File: src/verilog/snow_game_pkg.sv
`default_nettype none

package snow_game_pkg;

    typedef logic [9:0] coord_x_t;
    typedef logic [8:0] coord_y_t;
    typedef logic [1:0] health_t;
    typedef logic [1:0] score_t;

    // player box and start point
    localparam int       PLAYER_W  = 8;
    localparam int       PLAYER_H  = 8;
    localparam coord_x_t PLAYER_X0 = 10'd20;
    localparam coord_y_t PLAYER_Y0 = 9'd40;

    // floor row, then the wall, then the ledge
    localparam int       BLOCK_NUM = 6;
    localparam int       BLOCK_W   = 16;
    localparam int       BLOCK_H   = 8;
    localparam coord_x_t BLOCK_X [BLOCK_NUM] = '{10'd16, 10'd32, 10'd48, 10'd64, 10'd96, 10'd40};
    localparam coord_y_t BLOCK_Y [BLOCK_NUM] = '{9'd48, 9'd48, 9'd48, 9'd48, 9'd40, 9'd24};

    localparam int       FLAKE_NUM = 3;
    localparam int       FLAKE_W   = 4;
    localparam coord_x_t FLAKE_X [FLAKE_NUM] = '{10'd36, 10'd60, 10'd44};
    localparam coord_y_t FLAKE_Y [FLAKE_NUM] = '{9'd42, 9'd42, 9'd16};

    localparam int       MONSTER_NUM = 2;
    localparam int       MONSTER_W   = 8;
    localparam coord_x_t MONSTER_X [MONSTER_NUM] = '{10'd70, 10'd120};
    localparam coord_y_t MONSTER_Y [MONSTER_NUM] = '{9'd40, 9'd40};

    localparam health_t HEALTH_INIT = 2'd3;

    // clock cycles per movement step
    localparam int STEP_CYCLES = 4;
    localparam int STEP_CNT_W  = $clog2(STEP_CYCLES);

    // bit positions in the held and blocked vectors
    localparam int DIR_UP    = 0;
    localparam int DIR_LEFT  = 1;
    localparam int DIR_DOWN  = 2;
    localparam int DIR_RIGHT = 3;

    typedef enum logic [7:0] {
        KEY_W = 8'h1D,
        KEY_A = 8'h1C,
        KEY_S = 8'h1B,
        KEY_D = 8'h23,
        KEY_R = 8'h2D
    } key_code_e;

    typedef enum logic [1:0] {
        GAME_IDLE,
        GAME_PLAY,
        GAME_WON,
        GAME_LOST
    } game_state_e;

    // player box against one object box, one bit per side of the player
    function automatic logic [3:0] side_contact(coord_x_t px, coord_y_t py,
                                                coord_x_t ox, coord_y_t oy,
                                                int ow, int oh);
        logic       x_ov;
        logic       y_ov;
        logic [3:0] side;
        x_ov = (px < ox + ow) && (ox < px + PLAYER_W);
        y_ov = (py < oy + oh) && (oy < py + PLAYER_H);
        side[DIR_UP]    = x_ov && (py == oy + oh);
        side[DIR_LEFT]  = y_ov && (px == ox + ow);
        side[DIR_DOWN]  = x_ov && (py + PLAYER_H == oy);
        side[DIR_RIGHT] = y_ov && (px + PLAYER_W == ox);
        return side;
    endfunction

    function automatic logic box_overlap(coord_x_t px, coord_y_t py,
                                         coord_x_t ox, coord_y_t oy, int ow, int oh);
        return (px < ox + ow) && (ox < px + PLAYER_W)
            && (py < oy + oh) && (oy < py + PLAYER_H);
    endfunction

endpackage

`default_nettype wire

File: src/verilog/key_decoder.sv
`default_nettype none

module key_decoder import snow_game_pkg::*; (
    input  wire logic       clk,
    input  wire logic       rst_n_i,
    input  wire logic       key_valid_i,
    input  wire logic [7:0] key_code_i,
    input  wire logic       key_release_i,
    output logic      [3:0] held_o,
    output logic            restart_o
);

    logic [3:0] held_q;
    logic       restart_q;

    always_ff @(posedge clk or negedge rst_n_i) begin
        if (!rst_n_i) begin
            held_q    <= '0;
            restart_q <= 1'b0;
        end else begin
            restart_q <= 1'b0;
            if (key_valid_i) begin
                case (key_code_i)
                    KEY_W:   held_q[DIR_UP]    <= !key_release_i;
                    KEY_A:   held_q[DIR_LEFT]  <= !key_release_i;
                    KEY_S:   held_q[DIR_DOWN]  <= !key_release_i;
                    KEY_D:   held_q[DIR_RIGHT] <= !key_release_i;
                    // a repeated press while pulsing is dropped
                    KEY_R:   restart_q <= !key_release_i && !restart_q;
                    default: ;
                endcase
            end
        end
    end

    // left beats right, up beats down
    always_comb begin
        held_o = held_q;
        if (held_q[DIR_LEFT]) begin
            held_o[DIR_RIGHT] = 1'b0;
        end
        if (held_q[DIR_UP]) begin
            held_o[DIR_DOWN] = 1'b0;
        end
    end

    assign restart_o = restart_q;

    a_restart_pulse: assert property (@(posedge clk) disable iff (!rst_n_i)
        restart_o |=> !restart_o);

endmodule

`default_nettype wire

File: src/verilog/block_contact.sv
`default_nettype none

module block_contact import snow_game_pkg::*; (
    input  wire logic           clk,
    input  wire logic           rst_n_i,
    input  wire logic           restart_i,
    input  wire coord_x_t       x_i,
    input  wire coord_y_t       y_i,
    output logic [3:0]          blocked_o,
    output logic [BLOCK_NUM-1:0] iced_o,
    output logic                all_iced_o
);

    logic [BLOCK_NUM-1:0][3:0] side;
    logic [BLOCK_NUM-1:0]      on_top;
    logic [3:0]                side_any;
    logic [3:0]                blocked_q;
    logic [BLOCK_NUM-1:0]      iced_q;

    for (genvar i = 0; i < BLOCK_NUM; i++) begin : g_block
        assign side[i]   = side_contact(x_i, y_i, BLOCK_X[i], BLOCK_Y[i], BLOCK_W, BLOCK_H);
        assign on_top[i] = side[i][DIR_DOWN];
    end

    // any block on a side blocks that side
    always_comb begin
        side_any = '0;
        for (int i = 0; i < BLOCK_NUM; i++) begin
            side_any = side_any | side[i];
        end
    end

    always_ff @(posedge clk or negedge rst_n_i) begin
        if (!rst_n_i) begin
            blocked_q <= '0;
            iced_q    <= '0;
        end else if (restart_i) begin
            blocked_q <= '0;
            iced_q    <= '0;
        end else begin
            blocked_q <= side_any;
            // sticky until the next restart
            iced_q    <= iced_q | on_top;
        end
    end

    assign blocked_o  = blocked_q;
    assign iced_o     = iced_q;
    assign all_iced_o = &iced_q;

endmodule

`default_nettype wire

File: src/verilog/player_motion.sv
`default_nettype none

module player_motion import snow_game_pkg::*; (
    input  wire logic       clk,
    input  wire logic       rst_n_i,
    input  wire logic       restart_i,
    input  wire logic       playing_i,
    input  wire logic [3:0] held_i,
    input  wire logic [3:0] blocked_i,
    output coord_x_t        x_o,
    output coord_y_t        y_o,
    output logic            step_o
);

    logic [STEP_CNT_W-1:0] step_cnt_q;
    logic                  step;
    coord_x_t              x_q;
    coord_y_t              y_q;

    assign step = (step_cnt_q == STEP_CNT_W'(STEP_CYCLES - 1));

    // step pacing, phase fixed by restart
    always_ff @(posedge clk or negedge rst_n_i) begin
        if (!rst_n_i) begin
            step_cnt_q <= '0;
        end else if (restart_i || step) begin
            step_cnt_q <= '0;
        end else begin
            step_cnt_q <= step_cnt_q + 1'b1;
        end
    end

    always_ff @(posedge clk or negedge rst_n_i) begin
        if (!rst_n_i) begin
            x_q <= PLAYER_X0;
            y_q <= PLAYER_Y0;
        end else if (restart_i) begin
            x_q <= PLAYER_X0;
            y_q <= PLAYER_Y0;
        end else if (step && playing_i) begin
            if (held_i[DIR_LEFT] && !blocked_i[DIR_LEFT]) begin
                x_q <= x_q - 1'b1;
            end else if (held_i[DIR_RIGHT] && !blocked_i[DIR_RIGHT]) begin
                x_q <= x_q + 1'b1;
            end
            // y grows downward
            if (held_i[DIR_UP] && !blocked_i[DIR_UP]) begin
                y_q <= y_q - 1'b1;
            end else if (held_i[DIR_DOWN] && !blocked_i[DIR_DOWN]) begin
                y_q <= y_q + 1'b1;
            end
        end
    end

    assign x_o    = x_q;
    assign y_o    = y_q;
    assign step_o = step;

    a_one_pixel: assert property (@(posedge clk) disable iff (!rst_n_i)
        !restart_i |=>
            ((x_o == $past(x_o)) || (x_o == $past(x_o) + 1'b1) || (x_o == $past(x_o) - 1'b1))
         && ((y_o == $past(y_o)) || (y_o == $past(y_o) + 1'b1) || (y_o == $past(y_o) - 1'b1)));

endmodule

`default_nettype wire

File: src/verilog/snowflake_pickup.sv
`default_nettype none

module snowflake_pickup import snow_game_pkg::*; (
    input  wire logic     clk,
    input  wire logic     rst_n_i,
    input  wire logic     restart_i,
    input  wire coord_x_t x_i,
    input  wire coord_y_t y_i,
    output score_t        score_o
);

    logic [FLAKE_NUM-1:0] hit;
    logic [FLAKE_NUM-1:0] collected_q;
    score_t               score_q;
    score_t               collected_cnt;

    for (genvar i = 0; i < FLAKE_NUM; i++) begin : g_flake
        assign hit[i] = box_overlap(x_i, y_i, FLAKE_X[i], FLAKE_Y[i], FLAKE_W, FLAKE_W);
    end

    // each flake counts once, so the score follows the collected flags
    always_comb begin
        collected_cnt = '0;
        for (int i = 0; i < FLAKE_NUM; i++) begin
            collected_cnt = collected_cnt + score_t'(collected_q[i]);
        end
    end

    always_ff @(posedge clk or negedge rst_n_i) begin
        if (!rst_n_i) begin
            collected_q <= '0;
            score_q     <= '0;
        end else if (restart_i) begin
            collected_q <= '0;
            score_q     <= '0;
        end else begin
            collected_q <= collected_q | hit;
            score_q     <= collected_cnt;
        end
    end

    assign score_o = score_q;

endmodule

`default_nettype wire

File: src/verilog/monster_contact.sv
`default_nettype none

module monster_contact import snow_game_pkg::*; (
    input  wire logic              clk,
    input  wire logic              rst_n_i,
    input  wire logic              restart_i,
    input  wire coord_x_t          x_i,
    input  wire coord_y_t          y_i,
    output logic [3:0]             blocked_o,
    output logic [MONSTER_NUM-1:0] frozen_o,
    output health_t                health_o
);

    logic [MONSTER_NUM-1:0][3:0] side;
    logic [MONSTER_NUM-1:0]      on_top;
    logic [MONSTER_NUM-1:0]      touch;
    logic [3:0]                  side_any;
    logic [3:0]                  blocked_q;
    logic [MONSTER_NUM-1:0]      frozen_q;
    logic [MONSTER_NUM-1:0]      touch_q;
    logic [MONSTER_NUM-1:0]      touch_d;
    health_t                     health_q;

    for (genvar i = 0; i < MONSTER_NUM; i++) begin : g_monster
        assign side[i]   = side_contact(x_i, y_i, MONSTER_X[i], MONSTER_Y[i],
                                        MONSTER_W, MONSTER_W);
        assign on_top[i] = side[i][DIR_DOWN];
        // frozen monsters are harmless from the side
        assign touch[i]  = (side[i][DIR_LEFT] || side[i][DIR_RIGHT]) && !frozen_q[i];
    end

    // monsters are solid, frozen or not
    always_comb begin
        side_any = '0;
        for (int i = 0; i < MONSTER_NUM; i++) begin
            side_any = side_any | side[i];
        end
    end

    always_ff @(posedge clk or negedge rst_n_i) begin
        if (!rst_n_i) begin
            blocked_q <= '0;
            frozen_q  <= '0;
            touch_q   <= '0;
            touch_d   <= '0;
            health_q  <= HEALTH_INIT;
        end else if (restart_i) begin
            blocked_q <= '0;
            frozen_q  <= '0;
            touch_q   <= '0;
            touch_d   <= '0;
            health_q  <= HEALTH_INIT;
        end else begin
            blocked_q <= side_any;
            frozen_q  <= frozen_q | on_top;
            touch_q   <= touch;
            touch_d   <= touch_q;
            // one point per new contact, floor at zero
            if (|(touch_q & ~touch_d) && health_q != '0) begin
                health_q <= health_q - 1'b1;
            end
        end
    end

    assign blocked_o = blocked_q;
    assign frozen_o  = frozen_q;
    assign health_o  = health_q;

    a_health_no_rise: assert property (@(posedge clk) disable iff (!rst_n_i)
        !restart_i |=> (health_o <= $past(health_o)));

endmodule

`default_nettype wire

File: src/verilog/game_fsm.sv
`default_nettype none

module game_fsm import snow_game_pkg::*; (
    input  wire logic    clk,
    input  wire logic    rst_n_i,
    input  wire logic    restart_i,
    input  wire logic    all_iced_i,
    input  wire health_t health_i,
    output game_state_e  state_o,
    output logic         playing_o
);

    game_state_e state_q;

    always_ff @(posedge clk or negedge rst_n_i) begin
        if (!rst_n_i) begin
            state_q <= GAME_IDLE;
        end else if (restart_i) begin
            state_q <= GAME_PLAY;
        end else if (state_q == GAME_PLAY) begin
            // losing wins the tie
            if (health_i == '0) begin
                state_q <= GAME_LOST;
            end else if (all_iced_i) begin
                state_q <= GAME_WON;
            end
        end
    end

    assign state_o   = state_q;
    assign playing_o = (state_q == GAME_PLAY);

endmodule

`default_nettype wire

File: src/verilog/snow_game_top.sv
`default_nettype none

module snow_game_top import snow_game_pkg::*; (
    input  wire logic              clk,
    input  wire logic              rst_n_i,
    input  wire logic              key_valid_i,
    input  wire logic [7:0]        key_code_i,
    input  wire logic              key_release_i,
    output coord_x_t               player_x_o,
    output coord_y_t               player_y_o,
    output score_t                 score_o,
    output health_t                health_o,
    output logic [BLOCK_NUM-1:0]   iced_o,
    output logic [MONSTER_NUM-1:0] frozen_o,
    output game_state_e            game_state_o
);

    logic [3:0] held;
    logic       restart;
    logic       playing;
    logic [3:0] block_blocked;
    logic [3:0] monster_blocked;
    logic       all_iced;

    key_decoder u_key_decoder (
        .clk           (clk),
        .rst_n_i       (rst_n_i),
        .key_valid_i   (key_valid_i),
        .key_code_i    (key_code_i),
        .key_release_i (key_release_i),
        .held_o        (held),
        .restart_o     (restart)
    );

    // blocks and monsters both stop the player
    player_motion u_player_motion (
        .clk       (clk),
        .rst_n_i   (rst_n_i),
        .restart_i (restart),
        .playing_i (playing),
        .held_i    (held),
        .blocked_i (block_blocked | monster_blocked),
        .x_o       (player_x_o),
        .y_o       (player_y_o),
        .step_o    ()
    );

    block_contact u_block_contact (
        .clk        (clk),
        .rst_n_i    (rst_n_i),
        .restart_i  (restart),
        .x_i        (player_x_o),
        .y_i        (player_y_o),
        .blocked_o  (block_blocked),
        .iced_o     (iced_o),
        .all_iced_o (all_iced)
    );

    snowflake_pickup u_snowflake_pickup (
        .clk       (clk),
        .rst_n_i   (rst_n_i),
        .restart_i (restart),
        .x_i       (player_x_o),
        .y_i       (player_y_o),
        .score_o   (score_o)
    );

    monster_contact u_monster_contact (
        .clk       (clk),
        .rst_n_i   (rst_n_i),
        .restart_i (restart),
        .x_i       (player_x_o),
        .y_i       (player_y_o),
        .blocked_o (monster_blocked),
        .frozen_o  (frozen_o),
        .health_o  (health_o)
    );

    game_fsm u_game_fsm (
        .clk        (clk),
        .rst_n_i    (rst_n_i),
        .restart_i  (restart),
        .all_iced_i (all_iced),
        .health_i   (health_o),
        .state_o    (game_state_o),
        .playing_o  (playing)
    );

endmodule

`default_nettype wire

File: config.mk
export PLATFORM = sky130hd
export DESIGN_NAME = snow_game_top
export DESIGN_NICKNAME = d
export VERILOG_FILES = /design/src/verilog/snow_game_pkg.sv /design/src/verilog/key_decoder.sv /design/src/verilog/block_contact.sv /design/src/verilog/player_motion.sv /design/src/verilog/snowflake_pickup.sv /design/src/verilog/monster_contact.sv /design/src/verilog/game_fsm.sv /design/src/verilog/snow_game_top.sv
export SDC_FILE = /design/constraint.sdc
export NUM_CORES = 1
export LEC_CHECK = 0
export BUFFER_PORTS_ARGS = -buffer_cell sky130_fd_sc_hd__buf_2
export CAP_MARGIN = 25
export CORE_MARGIN = 4
export CORE_UTILIZATION = 33
export DETAILED_ROUTE_END_ITERATION = 10
export HOLD_SLACK_MARGIN = 0.1
export PLACE_DENSITY_LB_ADDON = 0.05
export SLEW_MARGIN = 20
export SYNTH_ARGS = -nofsm -noshare
export SYNTH_HDL_FRONTEND = slang
export SYNTH_SLANG_ARGS = --single-unit
File: constraint.sdc
create_clock -name clk -period 7.07 [get_ports clk]
set_input_delay 0.707 -clock clk [delete_from_list [all_inputs] [get_ports clk]]
set_output_delay 0.707 -clock clk [all_outputs]
set_load 0.01 [all_outputs]
# Word level (Yosys, flattened, before mapping)
# Cells that the tools add are included.
# totals
reg_bits	55
latchBits	0
ram_bits	0
rom_bits	0
in_bits	12
output_inout_bits	33
word_cells	215
mem_count	0
# op_classes
n_addsub	10
n_mul	0
div_mod_pow	0
n_lt_le_gt_ge	30
n_eq_ne	29
shifts	0
mux	27
n_bitwise	12
reduce_logical	89
# op_table
op	n
< comparator 6 x 32 -> 1 bit, first input constant	9
== test 32 x 6 -> 1 bit, second input constant	5
== test 32 x 7 -> 1 bit, second input constant	4
< comparator 7 x 32 -> 1 bit, first input constant	4
< comparator 5 x 32 -> 1 bit, first input constant	3
== test 32 x 5 -> 1 bit, second input constant	2
logical AND 1 bit	61
== test 10 x 7 -> 1 bit, second input constant	4
< comparator 10 x 6 -> 1 bit, second input constant	4
< comparator 10 x 7 -> 1 bit, second input constant	4
two-way mux 10 bit	4
< comparator 9 x 6 -> 1 bit, second input constant	4
two-way mux 9 bit	4
== test 10 x 6 -> 1 bit, second input constant	3
bitwise OR 4 bit	7
== test 9 x 6 -> 1 bit, second input constant	3
== test 8 x 5 -> 1 bit, second input constant	3
two-way mux 2 bit	11
== test 8 x 6 -> 1 bit, second input constant	2
AND reduction 2 bit	7
adder 10 x 4 -> 11 bit, second input constant	1
adder 10 x 1 -> 10 bit, second input constant	1
adder 9 x 4 -> 10 bit, second input constant	1
== test 10 x 8 -> 1 bit, second input constant	1
27 further kinds	45

# Logic depth before layout (Yosys ltp)
# logic_depth
ltp_word	10
depth_mapped	10
depth_no_buf	8

# Cells and area by module
# A second synthesis with hierarchy kept.
# hier_totals
hier_cells	528
area_unflattened_um2	4573.1
# modules_own_cells
mod	instances	cells_each	area_per_inst_um2	seq_area_each_um2
player_motion	1	171	1576.5	530.5
block_contact	1	166	1206.2	250.2
monster_contact	1	93	855.8	302.8
snowflake_pickup	1	57	503.0	125.1
key_decoder	1	28	316.6	125.1
game_fsm	1	9	90.1	50.0
snow_game_top	1	4	25.0	0.0

# Worst setup path before layout
# No wires, ideal clock.
# synth_path
kind	register to register
start	register u_monster_contact.blocked_q[1] (netlist: u_monster_contact.blocked_o[1])
end	register u_player_motion.x_q[9] (netlist: u_player_motion.x_o[9])
setup_time_ps	78
arrival_time_ps	2856
required_time_ps	6992
slack_ps	4136
stages_incl_launch_ff	9
path_buffers	0
period_less_slack_ps	2934
cell_sequence	dfrtp_1 nor3b_1 ha_1 a211oi_1 o211ai_1 a41oi_1 xor2_1 or3_1 a21oi_1
# synth_between
elab_chain_len	6
elab_cells_between_ends	8
classes_between	3 x mux; 1 x bitwise; 4 x reduce/logical
# synth_rtl
item	line	source
from (decl)	monster_contact.sv:18	logic [3:0] blocked_q;
from (signal assigned)	monster_contact.sv:54	blocked_q <= side_any;
bitwise OR 4 bit *	snow_game_top.sv:42	.blocked_i (block_blocked | monster_blocked),
logical NOT 1 bit *	player_motion.sv:41	if (held_i[DIR_LEFT] && !blocked_i[DIR_LEFT]) begin
logical AND 1 bit *	player_motion.sv:41	
two-way mux 10 bit	player_motion.sv:41	
two-way mux 10 bit	player_motion.sv:40	end else if (step && playing_i) begin
two-way mux 10 bit	player_motion.sv:37	end else if (restart_i) begin
to (signal assigned)	player_motion.sv:42	x_q <= x_q - 1'b1;
to (signal assigned)	player_motion.sv:44	x_q <= x_q + 1'b1;
to (decl)	player_motion.sv:17	coord_x_t x_q;
# Every way passes the cells marked *; elsewhere a longest branch is shown, timed or not. The select of a mux whose other input is x is not followed.
# A chain may end at the register's enable or synchronous reset.

# Final worst setup path
# layout_path
start	register u_player_motion.y_q[3] (netlist: u_player_motion.y_o[3])
end	register u_block_contact.iced_q[2] (netlist: u_block_contact.iced_o[2])
# layout_between
elab_chain_len	5
# layout_rtl
item	line	source
from (decl)	player_motion.sv:18	coord_y_t y_q;
from (signal assigned)	player_motion.sv:48	y_q <= y_q - 1'b1;
from (signal assigned)	player_motion.sv:50	y_q <= y_q + 1'b1;
adder 9 x 4 -> 10 bit	snow_game_pkg.sv:71	side[DIR_DOWN] = x_ov && (py + PLAYER_H == oy);
== test 32 x 6 -> 1 bit	snow_game_pkg.sv:71	
logical AND 1 bit	snow_game_pkg.sv:71	
bitwise OR 6 bit	block_contact.sv:43	iced_q <= iced_q | on_top;
two-way mux 6 bit	block_contact.sv:37	end else if (restart_i) begin
to (signal assigned)	block_contact.sv:43	
to (decl)	block_contact.sv:18	logic [BLOCK_NUM-1:0] iced_q;
# No other way between the ends.

==> flow_metrics.env <==
export IMPL_wirelength_microns=11700
export IMPL_drive_gt1_frac=0.136
export IMPL_clk_pin_slew_ps=80
export IMPL_ctsResizeCount=0
export IMPL_finalHoldViolCount=0
export IMPL_fin_skew_ps=7.62
export IMPL_critical_path_max_fanout=16
export IMPL_cts_root_buf="clkbuf_16"
export IMPL_max_stage_delay_ps=760
export IMPL_slew_violations=0
export IMPL_rsz0062_at_grt="no"
export IMPL_finalNonFillerCells=661
export IMPL_die_area_sq_um=14100
export IMPL_cts_tree="done"
export IMPL_cts_max_level=2
export IMPL_grtUsageTotal=0.170
export IMPL_synthFlopType="dfrtp_1"
export IMPL_synth_top_family_by_area="simple AND/OR/NAND/NOR gates"
export IMPL_grt_pass1_vias=3624
export IMPL_synth_seq_area_share=0.341
export IMPL_yosys_warnings=0
export IMPL_synth_top_area_frac=0.302
export IMPL_nNetsFinal=553
export IMPL_crit_buf_inv=0
export IMPL_required_ps=7310
export IMPL_slowest_stage="nor4b_1"
export IMPL_p_leak_nw=2.17
export IMPL_setup_viol=0
export IMPL_path_cells="ha_1, xnor2_1, a41o_1, and3_1, nor4b_1, a21oi_1, nor2_1"
export IMPL_syn_area_sq_um=4060
export IMPL_synth_seq_cells=55
export IMPL_wl_per_cell_microns=17.7
export IMPL_ys_async_sr_fraction=1.00
export IMPL_synth_xor_area_frac=0.0475
export IMPL_insertion_delay_ps=310
export IMPL_post_cts_setup_buffers=0
export IMPL_drtPass1Iterations=5
export IMPL_io_buffers=44
export IMPL_cp_start_kind="flip-flop"
export IMPL_synth_compound_area_frac=0.216
export IMPL_critPathKind="flip-flop to flip-flop"
export IMPL_cp_top_family="simple AND/OR/NAND/NOR gates"
export IMPL_die_h_microns=119
export IMPL_drtIter0Drc=360
export IMPL_ctsHoldBuffers=0
export IMPL_grt_max_degree=56
export IMPL_avgSynthCellArea_sq_um=8.49
export IMPL_synth_area_leaders="dfrtp_1, ha_1, a21oi_1"
export IMPL_status="completed"
export IMPL_hold_path_class="flip-flop to flip-flop"
export IMPL_tightest_slew_ps=940
export IMPL_start_util=0.338
export IMPL_place_gp_congestion=0.921
export IMPL_fin_hold_ws_ps=437
export IMPL_row_count=40
export IMPL_place_area_sq_um=4410
export IMPL_synth_nets=518
export IMPL_yosys_area_share_simple=0.233
export IMPL_power_density_nw_per_um2=155
export IMPL_ant_nets=0
export IMPL_core_area_sq_um=12000
export IMPL_numCtsBuffers=5
export IMPL_synth_adder_area_share=0.0918
export IMPL_end_kind="flip-flop"
export IMPL_dp_hpwl_microns=8300
export IMPL_yosysTopAreaCell="dfrtp_1"
export IMPL_drc_errors=0
export IMPL_gr_total_overflow=0
export IMPL_ir_drop_mv=0.0814
export IMPL_clock_fmax_mhz=336
export IMPL_stdcell_area_sq_um=4580
export IMPL_final_period_utilization=0.422
export IMPL_dpl_cell_count=653
export IMPL_antenna_found_initial=0
export IMPL_vias=3719
export IMPL_synth_distinct_cells=66
export IMPL_synthMuxAreaShare=0.0222
export IMPL_cts_sinks=55
export IMPL_grt_pass1_wl_microns=19500
export IMPL_crit_arrival_ps=3220
export IMPL_min_period_ps=2980
export IMPL_die_x_microns=119
export IMPL_num_antenna_cells=0
export IMPL_fin_tns_setup_ps=0
export IMPL_slew_limit_headroom=0.369
export IMPL_cts_buffer_depth=2
export IMPL_areaGrowthSynthToFinish_pct=12.8
export IMPL_viasPerCell=5.63
export IMPL_synthCells=478
export IMPL_final_core_util=0.381
export IMPL_ios=45
export IMPL_drv_cap=0
export IMPL_synth_edff_count=0
[synthesized netlist by cell type, drive strengths merged, types with 5 or more instances]
cell type,number
a211oi,10
inv,21
clkbuf,15
xor2,11
a21oi,40
a41oi,5
nand2,42
o211ai,8
nor2b,9
nor2,49
dfstp,6
nor3b,6
nor3,14
and2,5
and3,9
xnor2,11
nor4b,6
o21ai,20
a21o,5
nand4,5
nand2b,6
mux2i,9
ha,25
a31oi,8
buf,9
dfrtp,49
nand3,19
[registers in the layout (all words and copies together), names as in the netlist, 3 cells and up]
register,count
u_monster_contact.blocked_o,4
u_player_motion.x_o,10
u_player_motion.y_o,9
u_block_contact.blocked_o,4
u_block_contact.iced_o,6
u_key_decoder.held_q,4
u_snowflake_pickup.collected_q,3
[cell usage in the layout, fill, tap and decap left out, types with 6 or more instances in the layout]
master	netlist	final
nor3b_1	6	6
nand2_1	42	42
dfstp_2	6	6
a211oi_1	10	10
a21oi_1	39	39
xor2_1	11	11
o21ai_0	17	17
inv_1	21	21
mux2i_1	9	9
and3_1	9	9
nor2b_1	9	9
nand3_1	19	19
buf_2	3	44
xnor2_1	11	11
buf_4	1	8
nor4b_1	6	6
nor3_1	14	14
nor2_1	49	49
dfrtp_1	49	49
nand2b_1	6	6
o211ai_1	8	8
ha_1	25	25
a31oi_1	8	8
[cell type report]
class	count	area, sq um
clock buffer	6	129
inverter	22	82.6
tap	147	184
multi-input combinational	377	2480
fill	1249	7430
sequential	55	1380
clock inverter	2	37.5
timing repair buffer	52	280
[where the power goes]
| part | internal (W) | switching [W] | leakage (nW) |
|---|---|---|---|
| clock network | 0.000168 | 0.000127 | 0.0771 |
| logic | 0.0000309 | 0.0000462 | 1.36 |
| registers | 0.000324 | 0.0000116 | 0.738 |
[routing by layer]
layer,track usage,part of all wire
met1,0.242,0.48
met2,0.263,0.45
met3,0.0275,0.052
met4,0.0550,0.017
met5,0,0
[stage by stage]
step | worst slack, ps | power [W]
finish | 4090 | 0.000708
global route | 3880 | 0.000744
CTS | 4160 | 0.000719
detailed placement | 4190 | 0.000419
global placement | 4150 | 0.000419
floorplan | 4140 | 0.000387
[path summary, 6_finish.rpt]
check	endpoint	start	slack, ps	cells past startpoint
hold / removal	u_player_motion.step_cnt_q[0]$_DFF_PN0_	u_player_motion.step_cnt_q[0]$_DFF_PN0_	440	1
max in group asynchronous	u_monster_contact.frozen_o[0]$_DFF_PN0_	rst_n_i	6030	2
min in group asynchronous	u_key_decoder.held_q[2]$_DFFE_PN0P_	rst_n_i	550	2
setup reg to reg	u_block_contact.iced_o[2]$_DFF_PN0_	u_player_motion.y_o[3]$_DFFE_PN1P_	4090	7
setup / recovery	u_block_contact.iced_o[2]$_DFF_PN0_	u_player_motion.y_o[3]$_DFFE_PN1P_	4090	7
hold reg to reg	u_player_motion.step_cnt_q[0]$_DFF_PN0_	u_player_motion.step_cnt_q[0]$_DFF_PN0_	440	1
[cells by family (layout without fill, tap and decap cells)]
group	Yosys count	after routing
simple gates	187	187
compound gates	131	131
flops	55	55
buf+inv	46	82
fa+ha+maj	28	28
xor+xnor	22	22
mux	9	9
No activity file was read; power rests on OpenSTA's default activity.
